==> src/hw/shoot_pkg.sv <==
package shoot_pkg;

    // bus widths
    localparam int POS_W    = 12;   // cursor coordinates
    localparam int PIX_W    = 11;   // vga counters
    localparam int RGB_W    = 12;
    localparam int KEEPER_W = 10;
    localparam int SHOT_W   = 10;   // coordinate bits sent to the other board

    // round phase, shared by the fsm and the overlay
    typedef enum logic [2:0] {
        IDLE,
        ENGAGE,
        AIM,
        RESULT,
        GOAL,
        MISS,
        TERMINATE
    } shoot_state_t;

    typedef enum logic {
        SOLO,
        MULTI
    } game_mode_t;

    // tag in the low 3 bits of every position byte
    typedef enum logic [2:0] {
        OP_X_LO = 3'd3,
        OP_X_HI = 3'd4,
        OP_Y_LO = 3'd5,
        OP_Y_HI = 3'd6
    } tx_opcode_t;

    // goal mouth
    localparam int POST_INNER_EDGE  = 160;
    localparam int SCREEN_WIDTH     = 1024;
    localparam int CROSSBAR_EDGE    = 150;
    localparam int POST_BOTTOM_EDGE = 600;

    // keeper box
    localparam int GK_TOP_Y      = 250;
    localparam int GK_BOTTOM_Y   = 550;
    localparam int GK_WIDTH      = 200;
    localparam int GK_HALF_WIDTH = 100;
    localparam int GK_SOLO_LEFT  = 400;
    localparam int KEEPER_MIN    = 255;   // keeps the box on screen
    localparam int KEEPER_MAX    = 769;

    localparam logic [RGB_W-1:0] COLOR_AIM  = 12'h00F;
    localparam logic [RGB_W-1:0] COLOR_GOAL = 12'h0F0;
    localparam logic [RGB_W-1:0] COLOR_MISS = 12'hF00;

endpackage

==> src/hw/round_fsm.sv <==
`timescale 1ns/1ps

module round_fsm #(
    parameter logic [25:0] HOLD_CYCLES  = 26'd16_250_000,
    parameter int          ENEMY_SETTLE = 10
) (
    input  logic                    clk,
    input  logic                    rst,
    input  shoot_pkg::game_mode_t   mode,
    input  logic                    shooter_turn,
    input  logic                    left_clicked,
    input  logic                    enemy_done,
    input  logic                    enemy_scored,
    input  logic                    goal_hit,
    output shoot_pkg::shoot_state_t phase,
    output logic                    take_shot,
    output logic                    send_req,
    output logic                    is_scored,
    output logic                    round_done,
    output logic                    shot_taken,
    output logic                    end_sh
);
    import shoot_pkg::*;

    shoot_state_t phase_nxt;
    logic [25:0]  count;
    logic [25:0]  count_nxt;

    // click strobe, same cycle as the click
    assign take_shot = (phase == AIM) && left_clicked;
    assign send_req  = take_shot && (mode == MULTI);

    always_comb begin
        phase_nxt = phase;
        count_nxt = '0;     // cleared on every phase change

        case (phase)
            IDLE: begin
                if (shooter_turn) begin
                    phase_nxt = ENGAGE;
                end
            end
            ENGAGE: begin
                phase_nxt = shooter_turn ? AIM : IDLE;
            end
            AIM: begin
                if (left_clicked) begin
                    phase_nxt = RESULT;
                end
            end
            RESULT: begin
                if (mode == SOLO) begin
                    phase_nxt = goal_hit ? GOAL : MISS;   // local verdict is ready
                end else if (enemy_done) begin
                    // enemy flag must be steady before it is trusted
                    if (count == 26'(ENEMY_SETTLE)) begin
                        phase_nxt = enemy_scored ? GOAL : MISS;
                    end else begin
                        count_nxt = count + 26'd1;
                    end
                end
            end
            GOAL, MISS: begin
                if (count == HOLD_CYCLES) begin
                    phase_nxt = TERMINATE;
                end else begin
                    count_nxt = count + 26'd1;
                end
            end
            TERMINATE: begin
                // multi waits once more so the other board can catch up
                if ((mode == SOLO) || (count == HOLD_CYCLES)) begin
                    phase_nxt = IDLE;
                end else begin
                    count_nxt = count + 26'd1;
                end
            end
            default: begin
                phase_nxt = IDLE;
            end
        endcase
    end

    // status flags follow the registered phase cycle for cycle
    always_ff @(posedge clk) begin
        if (rst) begin
            phase      <= IDLE;
            count      <= '0;
            is_scored  <= 1'b0;
            round_done <= 1'b0;
            shot_taken <= 1'b0;
            end_sh     <= 1'b0;
        end else begin
            phase      <= phase_nxt;
            count      <= count_nxt;
            is_scored  <= (mode == SOLO) && (phase_nxt == GOAL);
            shot_taken <= (mode == MULTI) && (phase_nxt == RESULT);
            round_done <= (mode == SOLO) && (phase_nxt inside {GOAL, MISS})
                          && (count_nxt == HOLD_CYCLES);   // last hold cycle
            end_sh     <= (phase == TERMINATE) && (phase_nxt == IDLE);
        end
    end

endmodule

==> src/hw/shot_judge.sv <==
`timescale 1ns/1ps

module shot_judge (
    input  logic                            clk,
    input  logic                            rst,
    input  shoot_pkg::game_mode_t           mode,
    input  logic                            take_shot,
    input  logic [shoot_pkg::POS_W-1:0]     xpos,
    input  logic [shoot_pkg::POS_W-1:0]     ypos,
    input  logic [shoot_pkg::KEEPER_W-1:0]  keeper_pos,
    output logic [shoot_pkg::KEEPER_W-1:0]  keeper_left,
    output logic [shoot_pkg::SHOT_W-1:0]    shot_x,
    output logic [shoot_pkg::SHOT_W-1:0]    shot_y,
    output logic                            goal_hit
);
    import shoot_pkg::*;

    logic [KEEPER_W-1:0] keeper_clamped;
    logic [KEEPER_W-1:0] keeper_place;
    logic [POS_W-1:0]    box_left;
    logic [POS_W-1:0]    box_right;
    logic                in_mouth;
    logic                in_box;

    always_comb begin
        if (keeper_pos < KEEPER_W'(KEEPER_MIN)) begin
            keeper_clamped = KEEPER_W'(KEEPER_MIN);
        end else if (keeper_pos > KEEPER_W'(KEEPER_MAX)) begin
            keeper_clamped = KEEPER_W'(KEEPER_MAX);
        end else begin
            keeper_clamped = keeper_pos;
        end
    end

    // keeper_pos is the box centre, the box is drawn from its left edge
    assign keeper_place = (mode == SOLO) ? KEEPER_W'(GK_SOLO_LEFT)
                                         : keeper_clamped - KEEPER_W'(GK_HALF_WIDTH);

    assign box_left  = POS_W'(keeper_place);
    assign box_right = box_left + POS_W'(GK_WIDTH);

    // bounds inclusive
    assign in_mouth = (xpos >= POS_W'(POST_INNER_EDGE))
                   && (xpos <= POS_W'(SCREEN_WIDTH - POST_INNER_EDGE))
                   && (ypos >= POS_W'(CROSSBAR_EDGE))
                   && (ypos <= POS_W'(POST_BOTTOM_EDGE));

    assign in_box = (xpos >= box_left) && (xpos <= box_right)
                 && (ypos >= POS_W'(GK_TOP_Y)) && (ypos <= POS_W'(GK_BOTTOM_Y));

    always_ff @(posedge clk) begin
        if (rst) begin
            keeper_left <= '0;
            shot_x      <= '0;
            shot_y      <= '0;
            goal_hit    <= 1'b0;
        end else begin
            keeper_left <= keeper_place;   // follows the keeper every cycle
            if (take_shot) begin
                shot_x   <= xpos[SHOT_W-1:0];
                shot_y   <= ypos[SHOT_W-1:0];
                goal_hit <= in_mouth && !in_box;
            end
        end
    end

endmodule

==> src/hw/keeper_overlay.sv <==
`timescale 1ns/1ps

module keeper_overlay (
    input  logic                            clk,
    input  logic                            rst,
    input  shoot_pkg::shoot_state_t         phase,
    input  logic [shoot_pkg::KEEPER_W-1:0]  keeper_left,
    input  logic [shoot_pkg::PIX_W-1:0]     hcount,
    input  logic [shoot_pkg::PIX_W-1:0]     vcount,
    input  logic [shoot_pkg::RGB_W-1:0]     rgb,
    output logic [shoot_pkg::PIX_W-1:0]     hcount_out,
    output logic [shoot_pkg::PIX_W-1:0]     vcount_out,
    output logic [shoot_pkg::RGB_W-1:0]     rgb_out
);
    import shoot_pkg::*;

    logic [PIX_W-1:0] box_left;
    logic [PIX_W-1:0] box_right;
    logic             in_box;
    logic [RGB_W-1:0] rgb_nxt;

    assign box_left  = PIX_W'(keeper_left);
    assign box_right = box_left + PIX_W'(GK_WIDTH);

    assign in_box = (hcount >= box_left) && (hcount <= box_right)
                 && (vcount >= PIX_W'(GK_TOP_Y)) && (vcount <= PIX_W'(GK_BOTTOM_Y));

    always_comb begin
        rgb_nxt = rgb;
        if (in_box) begin
            case (phase)
                AIM, RESULT: rgb_nxt = COLOR_AIM;
                GOAL:        rgb_nxt = COLOR_GOAL;
                MISS:        rgb_nxt = COLOR_MISS;
                default:     rgb_nxt = rgb;       // keeper hidden between rounds
            endcase
        end
    end

    always_ff @(posedge clk) begin
        if (rst) begin
            hcount_out <= '0;
            vcount_out <= '0;
            rgb_out    <= '0;
        end else begin
            hcount_out <= hcount;
            vcount_out <= vcount;
            rgb_out    <= rgb_nxt;
        end
    end

endmodule

==> src/hw/shot_tx.sv <==
`timescale 1ns/1ps

module shot_tx (
    input  logic                          clk,
    input  logic                          rst,
    input  logic                          send_req,
    input  logic [shoot_pkg::SHOT_W-1:0]  shot_x,
    input  logic [shoot_pkg::SHOT_W-1:0]  shot_y,
    input  logic                          tx_ready,
    output logic [7:0]                    tx_data,
    output logic                          tx_valid
);
    import shoot_pkg::*;

    tx_opcode_t        op;
    logic [SHOT_W-1:0] x_q;
    logic [SHOT_W-1:0] y_q;
    logic [SHOT_W-1:0] x_src;
    logic [SHOT_W-1:0] y_src;
    logic              load;     // first byte cycle, shot latch just settled
    logic [4:0]        field;

    // the judge latches the shot on the same edge as the request
    assign x_src = load ? shot_x : x_q;
    assign y_src = load ? shot_y : y_q;

    always_comb begin
        case (op)
            OP_X_LO: field = x_src[4:0];
            OP_X_HI: field = x_src[9:5];
            OP_Y_LO: field = y_src[4:0];
            default: field = y_src[9:5];
        endcase
    end

    // op and coordinates only move on a handshake, so data holds under stall
    assign tx_data = tx_valid ? {field, op} : 8'h00;

    always_ff @(posedge clk) begin
        if (rst) begin
            tx_valid <= 1'b0;
            op       <= OP_X_LO;
        end else if (!tx_valid) begin
            if (send_req) begin
                tx_valid <= 1'b1;
                op       <= OP_X_LO;
            end
        end else if (tx_ready) begin
            case (op)
                OP_X_LO: op <= OP_X_HI;
                OP_X_HI: op <= OP_Y_LO;
                OP_Y_LO: op <= OP_Y_HI;
                default: begin
                    tx_valid <= 1'b0;   // fourth byte taken
                    op       <= OP_X_LO;
                end
            endcase
        end
    end

    always_ff @(posedge clk) begin
        if (rst) begin
            load <= 1'b0;
        end else begin
            load <= send_req && !tx_valid;
        end
    end

    // coordinates held for the rest of the burst
    always_ff @(posedge clk) begin
        if (load) begin
            x_q <= shot_x;
            y_q <= shot_y;
        end
    end

endmodule

==> src/hw/shoot_control.sv <==
`timescale 1ns/1ps

module shoot_control #(
    parameter logic [25:0] HOLD_CYCLES  = 26'd16_250_000,
    parameter int          ENEMY_SETTLE = 10
) (
    input  logic                            clk,
    input  logic                            rst,
    input  shoot_pkg::game_mode_t           mode,
    input  logic                            shooter_turn,
    input  logic [shoot_pkg::POS_W-1:0]     xpos,
    input  logic [shoot_pkg::POS_W-1:0]     ypos,
    input  logic [shoot_pkg::KEEPER_W-1:0]  keeper_pos,
    input  logic                            left_clicked,
    input  logic                            enemy_done,    // opponent finished judging
    input  logic                            enemy_scored,
    input  logic [shoot_pkg::PIX_W-1:0]     hcount,
    input  logic [shoot_pkg::PIX_W-1:0]     vcount,
    input  logic [shoot_pkg::RGB_W-1:0]     rgb,
    input  logic                            tx_ready,
    output logic                            is_scored,
    output logic                            round_done,
    output logic                            end_sh,
    output logic                            shot_taken,
    output logic [7:0]                      tx_data,
    output logic                            tx_valid,
    output logic [shoot_pkg::PIX_W-1:0]     hcount_out,
    output logic [shoot_pkg::PIX_W-1:0]     vcount_out,
    output logic [shoot_pkg::RGB_W-1:0]     rgb_out
);
    import shoot_pkg::*;

    shoot_state_t        phase;
    logic                take_shot;
    logic                send_req;
    logic                goal_hit;
    logic [KEEPER_W-1:0] keeper_left;
    logic [SHOT_W-1:0]   shot_x;
    logic [SHOT_W-1:0]   shot_y;

    round_fsm #(
        .HOLD_CYCLES  (HOLD_CYCLES),
        .ENEMY_SETTLE (ENEMY_SETTLE)
    ) u_round_fsm (
        .clk          (clk),
        .rst          (rst),
        .mode         (mode),
        .shooter_turn (shooter_turn),
        .left_clicked (left_clicked),
        .enemy_done   (enemy_done),
        .enemy_scored (enemy_scored),
        .goal_hit     (goal_hit),
        .phase        (phase),
        .take_shot    (take_shot),
        .send_req     (send_req),
        .is_scored    (is_scored),
        .round_done   (round_done),
        .shot_taken   (shot_taken),
        .end_sh       (end_sh)
    );

    shot_judge u_shot_judge (
        .clk         (clk),
        .rst         (rst),
        .mode        (mode),
        .take_shot   (take_shot),
        .xpos        (xpos),
        .ypos        (ypos),
        .keeper_pos  (keeper_pos),
        .keeper_left (keeper_left),
        .shot_x      (shot_x),
        .shot_y      (shot_y),
        .goal_hit    (goal_hit)
    );

    keeper_overlay u_keeper_overlay (
        .clk         (clk),
        .rst         (rst),
        .phase       (phase),
        .keeper_left (keeper_left),
        .hcount      (hcount),
        .vcount      (vcount),
        .rgb         (rgb),
        .hcount_out  (hcount_out),
        .vcount_out  (vcount_out),
        .rgb_out     (rgb_out)
    );

    // position report, multi mode only
    shot_tx u_shot_tx (
        .clk      (clk),
        .rst      (rst),
        .send_req (send_req),
        .shot_x   (shot_x),
        .shot_y   (shot_y),
        .tx_ready (tx_ready),
        .tx_data  (tx_data),
        .tx_valid (tx_valid)
    );

endmodule

==> config.mk <==
export PLATFORM = sky130hd
export DESIGN_NAME = shoot_control
export DESIGN_NICKNAME = d
export VERILOG_FILES = /design/src/hw/shoot_pkg.sv /design/src/hw/round_fsm.sv /design/src/hw/shot_judge.sv /design/src/hw/keeper_overlay.sv /design/src/hw/shot_tx.sv /design/src/hw/shoot_control.sv
export SDC_FILE = /design/constraint.sdc
export NUM_CORES = 1
export LEC_CHECK = 0
export ABC_AREA = 1
export CORE_MARGIN = 2
export CORE_UTILIZATION = 30
export CTS_CLUSTER_DIAMETER = 200
export DETAILED_ROUTE_END_ITERATION = 7
export DONT_BUFFER_PORTS = 1
export PLACE_DENSITY = 0.44
export SYNTH_ARGS = -nofsm -noshare
export SYNTH_HDL_FRONTEND = slang
export SYNTH_SLANG_ARGS = --single-unit
export TNS_END_PERCENT = 10
==> constraint.sdc <==
create_clock -name clk -period 4.4 [get_ports clk]
set_clock_uncertainty 0.2 [all_clocks]
set_input_delay 0.44 -clock clk [delete_from_list [all_inputs] [get_ports clk]]
set_output_delay 0.44 -clock clk [all_outputs]
set_load 0.1 [all_outputs]
==> flow_summary.ini, run 1 <==
[logic_synthesis]
synth_nets = 1084
async_flop_share_pct = 0
synth_top_area_share_pct = 36.6
synth_commonest_cells = 218 x nand2_1, 154 x nor2_1, 132 x inv_1
ys_seq_area_share_pct = 36.6
yosysTopAreaCell = dfxtp_1
ys_top_cells_by_area = dfxtp_1 37%, nand2_1 12%, nor2_1 8.6%, ha_1 7.6%, inv_1 7.4%
synthFlopType = dfxtp_1
ys_types = 55
syn_area_per_cell_sq_um = 6.95
synth_edf_count = 0
ys_ff_latch = 123
synth.most_common_cell = nand2_1
netlist_area_sq_mm = 0.00672
yosysWarnings = 0
netlist_instances = 967

[worst_hold_path]
hold_class = input pin to flop

[power]
powerDensity_mw_per_mm2 = 376
p_leak_nw = 3.61
ir_worst_vdd_mv = 0.215

[route]
firstDrtPassIters = 4
viasPerCell = 4.60
vias = 6044
drc = 0
ant_nets = 0
wirelength_microns = 18600
wl_per_cell_microns = 14.2
drtIter0Drc = 332

[grt]
grtUsageTotal_pct = 16.3
overflow = 0
grt_max_degree = 48
antenna_found_initial = 1
grt_pass1_wl_microns = 30900
grt_pass1_vias = 6018

[clock_tree]
cts_tree = yes
insertion_delay_ps = 410
postCtsResizedCells = 0
clockBufferDepth = 2
cts_inserted_buffers = 17
clk_pin_slew_ps = 60
cts_root_buffer = clkbuf_16
cts_max_level = 4
clock-sinks = 123

[setup_path]
crit_type = flop to flop
start_kind = flop
end_kind = flop
critPathRequiredTime_ps = 4510
worstPathMaxFanout = 11
worstPathArrival_ps = 3520

[cells_and_area]
drive_above_1_share_pct = 9.30
areaGrowthSynthToFinish_pct = 21.0
nNetsFinal = 1136
final_util_pct = 37.2

[timing]
finalSetupTns_ps = 0
rsz0062_at_grt = false
max_slew.worst_pin.slew_ps = 1030
maxSlewViolCount = 0
finalCritPeriodShare_pct = 77.6
post-route-min-period_ps = 3410
slew_headroom_pct = 31.0
max_clock_freq_mhz = 293
setup_viol = 0
hold_viol = 0

[floorplan]
ios = 123
die_h_microns = 154
row_count = 54
die_w_microns = 154
start_util_pct = 30.7
die_area_sq_mm = 0.0236
core_area_sq_mm = 0.0219

[status]
outcome = completed

[placement]
gp_congestion = 0.823
place_hpwl_microns = 14200
port_buffers = 0

[flow_run]
drv_cap = 0
==> per-layer routing <==
layer | part of all wire (%) | vias to the layer above | wire [microns] | GRT usage, %
met5 | 0 | - | 0 | 0
met4 | 0.96 | 0 | 179 | 4.46
met3 | 6.3 | 11 | 1180 | 4.59
met2 | 45 | 139 | 8450 | 26.1
met1 | 47 | 2676 | 8830 | 21.4
li1 | - | 3218 | - | -
==> registers in the layout, summed over array words and instances (netlist names) <==
register                     cells
u_keeper_overlay.hcount_out     11
u_shot_tx.load                   1
u_shot_judge.shot_y             10
u_shot_judge.shot_x             10
u_shot_tx.y_q                   10
u_round_fsm.is_scored            1
u_shot_tx.tx_valid               1
u_round_fsm.count               26
u_shot_judge.keeper_left        10
u_round_fsm.shot_taken           1
u_shot_tx.x_q                   10
u_keeper_overlay.vcount_out     11
u_round_fsm.round_done           1
u_keeper_overlay.rgb_out        12
u_shot_tx.op                     3
u_round_fsm.end_sh               1
u_round_fsm.phase                3
u_shot_judge.goal_hit            1
==> layout make-up <==
class                   count  area, sq um
flip-flops and latches    123         2460
well taps                 280          350
clock buffers              17          425
inverters                 144          541
fillers                  2340        13800
clock inverters            15          179
repair buffers             53          515
multi-input cells         680         3660
diodes                      1         2.50
==> per-stage QoR <==
stage / hold WS (ps) / cells / power (mW) / setup WS (ps) / cell area, sq um
after floorplan: 216 / 967 / 1.55 / 863 / 6720
after global placement: 230 / 1237 / 1.61 / 831 / 7090
after detailed placement: 234 / 1237 / 1.61 / 719 / 7090
after CTS: 7.16 / 1312 / 3.10 / 945 / 8130
after global routing: 13.2 / 1312 / 3.21 / 540 / 8130
final: 19.5 / 1313 / 3.06 / 986 / 8130
==> critical path, stage by stage (launching register included) <==
cell and delay, ps:
dfxtp_1 370, ha_1 240, a21oi_1 230, nand2_1 90, nand2_1 80, xor2_1 70, ha_1 270, nand2_1 80
or3_1 310, o41ai_1 270, o211ai_1 180, buf_4 210, nor2_1 440, nor2_1 90, o21a_1 190
==> final timing paths <==
path | start | end | slack, ps | cells past startpoint
setup / recovery | u_shot_judge.keeper_left[4] | u_keeper_overlay.rgb_out[10] | 990 | 14
hold / removal | ypos[6] | u_shot_judge.shot_y[6] | 20 | 2
setup reg to reg | u_shot_judge.keeper_left[4] | u_keeper_overlay.rgb_out[10] | 990 | 14
hold reg to reg | u_shot_tx.x_q[2] | u_shot_tx.x_q[2] | 250 | 2
==> repair_timing <==
| action | in CTS | in global routing |
|---|---|---|
| hold endpoints to repair | 66 | 0 |
| endpoints found under the setup margin | 0 | 0 |
| hold buffers | 43 | 0 |
| buffers inserted | 0 | 0 |
==> power by group <==
| part | internal [mW] | switching [mW] | total [mW] |
|---|---|---|---|
| logic | 0.130 | 0.191 | 0.322 |
| registers | 1.15 | 0.150 | 1.30 |
| clock network | 0.856 | 0.578 | 1.43 |
| total | 2.14 | 0.919 | 3.06 |
==> layout by cell type (no fill, tap or decap), types with 3 or more instances in the layout <==
cell           synthesis  layout
nand2_1              218     218
nor2_1               154     154
inv_1                132     132
dfxtp_1              123     123
a21oi_1               46      46
o21ai_0               46      46
nand3_1               42      42
dlygate4sd3_1          0      42
ha_1                  41      41
nor3_1                20      20
clkbuf_16              0      17
xor2_1                14      14
inv_2                 10      10
buf_4                  0      10
o21a_1                 9       9
nor4_1                 6       6
nand2_2                5       5
nor2_2                 5       5
a22oi_1                5       5
a31oi_2                0       5
nand4_1                5       5
nor2_4                 4       4
o31ai_1                4       4
inv_6                  0       4
clkinv_4               0       4
nand3_2                3       3
nand3_4                3       3
o211ai_1               3       3
or2_2                  3       3
a31oi_1                8       3
inv_8                  0       3
==> logic make-up after synthesis <==
logic type	share of synthesized area (%)
adders and majority gates	7.63
and+or+nand+nor	31.8
AOI/OAI and AO/OA	12.3
buffers and inverters	9.39
DFF	36.6
muxes	0.149
xor gates and xnor gates	2.09
No activity file was read; power rests on OpenSTA's default activity.
==> run 2, diff against run 1 <==
--- a/config.mk
+++ b/config.mk
@@ -5,7 +5,7 @@
 export SDC_FILE = /design/constraint.sdc
 export NUM_CORES = 1
 export LEC_CHECK = 0
-export ABC_AREA = 1
+export ABC_AREA = 0
 export CORE_MARGIN = 2
 export CORE_UTILIZATION = 30
 export CTS_CLUSTER_DIAMETER = 200
==> constraint.sdc (replaced) <==
create_clock -name clk -period 3.54 [get_ports clk]
set_clock_uncertainty 0.2 [all_clocks]
set_input_delay 0.354 -clock clk [delete_from_list [all_inputs] [get_ports clk]]
set_output_delay 0.354 -clock clk [all_outputs]
set_load 0.1 [all_outputs]
==> run 2 against run 1 <==
Net effect:
- sequential cell count did not move
- first-iteration DRC count fell by 24%
- final area rose by 3.5%
- cell count fell by 11%
- die area fell by 1.2%
- non-clock buffer count rose by 47
- largest power group unchanged
==> flow_summary.ini, run 2 <==
[timing]
maxSlewViolCount = 0
post-route-min-period_ps = 3470
max_slew.worst_pin.slew_ps = 1030
fin_hold_ws_ps = 30.7
max_clock_freq_mhz = 288
setup_viol = 0
finalCritPeriodShare_pct = 98.0
finalSetupTns_ps = 0
rsz0062_at_grt = true
hold_viol = 0
slew_headroom_pct = 31.0

[grt]
grt_pass1_wl_microns = 31700
met1_usage_pct = 20.1
grtUsageTotal_pct = 16.9
grt_pass1_vias = 6010
antenna_found_initial = 0
grt_max_degree = 58
grtUsageMet2_pct = 29.8
met3_usage_pct = 4.07
overflow = 0
busiest_layer = met2

[status]
outcome = completed

[setup_path]
crit_type = input pin to flop
start_kind = input pin
r2r_start = u_shot_judge.keeper_left[3]
critical_path.startpoint = keeper_pos[2]
end_kind = flop
worstPathArrival_ps = 3550
critPathRequiredTime_ps = 3620
worstPathMaxFanout = 5

[placement]
gp_congestion = 0.813
place_hpwl_microns = 14300
port_buffers = 0

[floorplan]
row_count = 54
start_util_pct = 30.5
die_h_microns = 153
core_area_sq_mm = 0.0218
die_w_microns = 153
ios = 123
die_area_sq_mm = 0.0233

[logic_synthesis]
ys_top_cells_by_area = dfxtp_1 37%, ha_1 7.7%, nand2_1 4.7%, a21oi_1 4.0%, nor2_1 3.8%
synth_edf_count = 0
synth_top_area_share_pct = 37.1
ys_types = 71
synth_commonest_cells = 123 x dfxtp_1, 84 x nand2_1, 68 x nor2_1
synth.most_common_cell = dfxtp_1
synthFlopType = dfxtp_1
yosysWarnings = 0
netlist_area_sq_mm = 0.00664
yosysTopAreaCell = dfxtp_1
async_flop_share_pct = 0
ys_ff_latch = 123
netlist_instances = 788
synth_nets = 905
ys_seq_area_share_pct = 37.1
syn_area_per_cell_sq_um = 8.42

[worst_hold_path]
hold_class = input pin to flop
worstHoldStart = mode

[cells_and_area]
reg_top3 = u_round_fsm.count: 26 flops, u_keeper_overlay.rgb_out: 12 flops
largest_register = u_round_fsm.count
mostFrequentLayoutCell = dfxtp_1
antenna_cells = 0
layout_common_cells = 123 x dfxtp_1, 84 x nand2_1, 67 x nor2_1
nNetsFinal = 987
largest_reg_flops = 26
drive_above_1_share_pct = 12.7
areaGrowthSynthToFinish_pct = 26.8
fillers = 2205

[route]
ant_nets = 0
drc = 0
wl_per_cell_microns = 17.1
vias = 5995
drtIter0Drc = 252
wirelength_microns = 19800
viasPerCell = 5.15
firstDrtPassIters = 4

[clock_tree]
cts_root_buffer = clkbuf_16
clockBufferDepth = 2
clock-sinks = 123
cts_max_level = 4
cts_tree = yes
insertion_delay_ps = 410
cts_inserted_buffers = 17
clk_pin_slew_ps = 60

[power]
ir_worst_vdd_mv = 0.199
powerDensity_mw_per_mm2 = 451
p_leak_nw = 3.20

[flow_run]
drv_cap = 0
-- run 2: cell families (layout without fill, tap and decap cells) --
group           after synthesis  in the layout  share of synthesized area [%]
simple gates                321            321                           25.2
fa+ha+maj                    43             43                           8.03
flops                       123            123                           37.1
xor+xnor                     38             38                           5.01
mux                          21             21                           3.54
compound gates              167            167                           16.7
buf+inv                      75            170                           4.43
-- run 2: report_power, final --
| part | switching (mW) | internal (mW) | total (mW) |
|---|---|---|---|
| Sequential | 0.204 | 1.43 | 1.64 |
| Clock | 0.613 | 1.12 | 1.74 |
| Combinational | 0.213 | 0.213 | 0.427 |
-- run 2: repair_timing --
item / CTS / global route
endpoints found under the hold margin: 73 / 0
endpoints found under the setup margin: 0 / 4
buffers inserted: 0 / 3
hold buffers: 62 / 0
resized for setup: 0 / 11
-- run 2: worst paths after layout --
check                                              endpoint  cells after the start  slack [ps]
worst min-delay path                         u_shot_tx.load                      2          30
worst min register to register       u_shot_judge.shot_y[3]                      2         250
worst max-delay path                  u_shot_judge.goal_hit                     18          70
worst max register to register  u_keeper_overlay.rgb_out[4]                     12         320
-- run 2: through the flow --
stage | power [mW] | setup WS [ps] | util, % | std cells | instance area [sq um]
floorplan | 1.92 | -239 | - | 788 | 6650
global placement | 2.00 | -262 | 32.7 | 1066 | 7110
detailed placement | 2.01 | -360 | 32.7 | 1066 | 7110
CTS | 3.84 | 83.6 | 38.3 | 1160 | 8340
global route | 3.96 | -50.7 | 38.7 | 1163 | 8420
finish | 3.80 | 72.0 | 38.7 | 1163 | 8420
-- run 2: worst max-delay path: stages --
cell and delay (ps):
inv_1 20, maj3_2 320, ha_4 180, nor3_2 160, and3b_2 230, inv_1 50, ha_1 130, inv_1 60
o21ai_2 120, o21bai_1 100, xnor2_1 140, ha_1 310, nand4_1 100, or4_4 570, nor2_4 130, a41oi_2 100
o41ai_2 340, o211ai_1 120
-- run 2: area by class of cell --
type	count	area, sq um	share of cell area, %
clock buffers	21	450	5.35
clock inverters	11	144	1.71
inverters	38	143	1.69
flip-flops and latches	123	2460	29.3
repair buffers	100	923	11.0
multi-input cells	590	3950	46.9
well taps	280	350	4.16
-- run 2: routing by layer --
layer,vias up,share of wire [%]
met2,135,50
met5,-,0
met4,0,1.8
li1,2953,-
met1,2884,43
met3,23,4.6
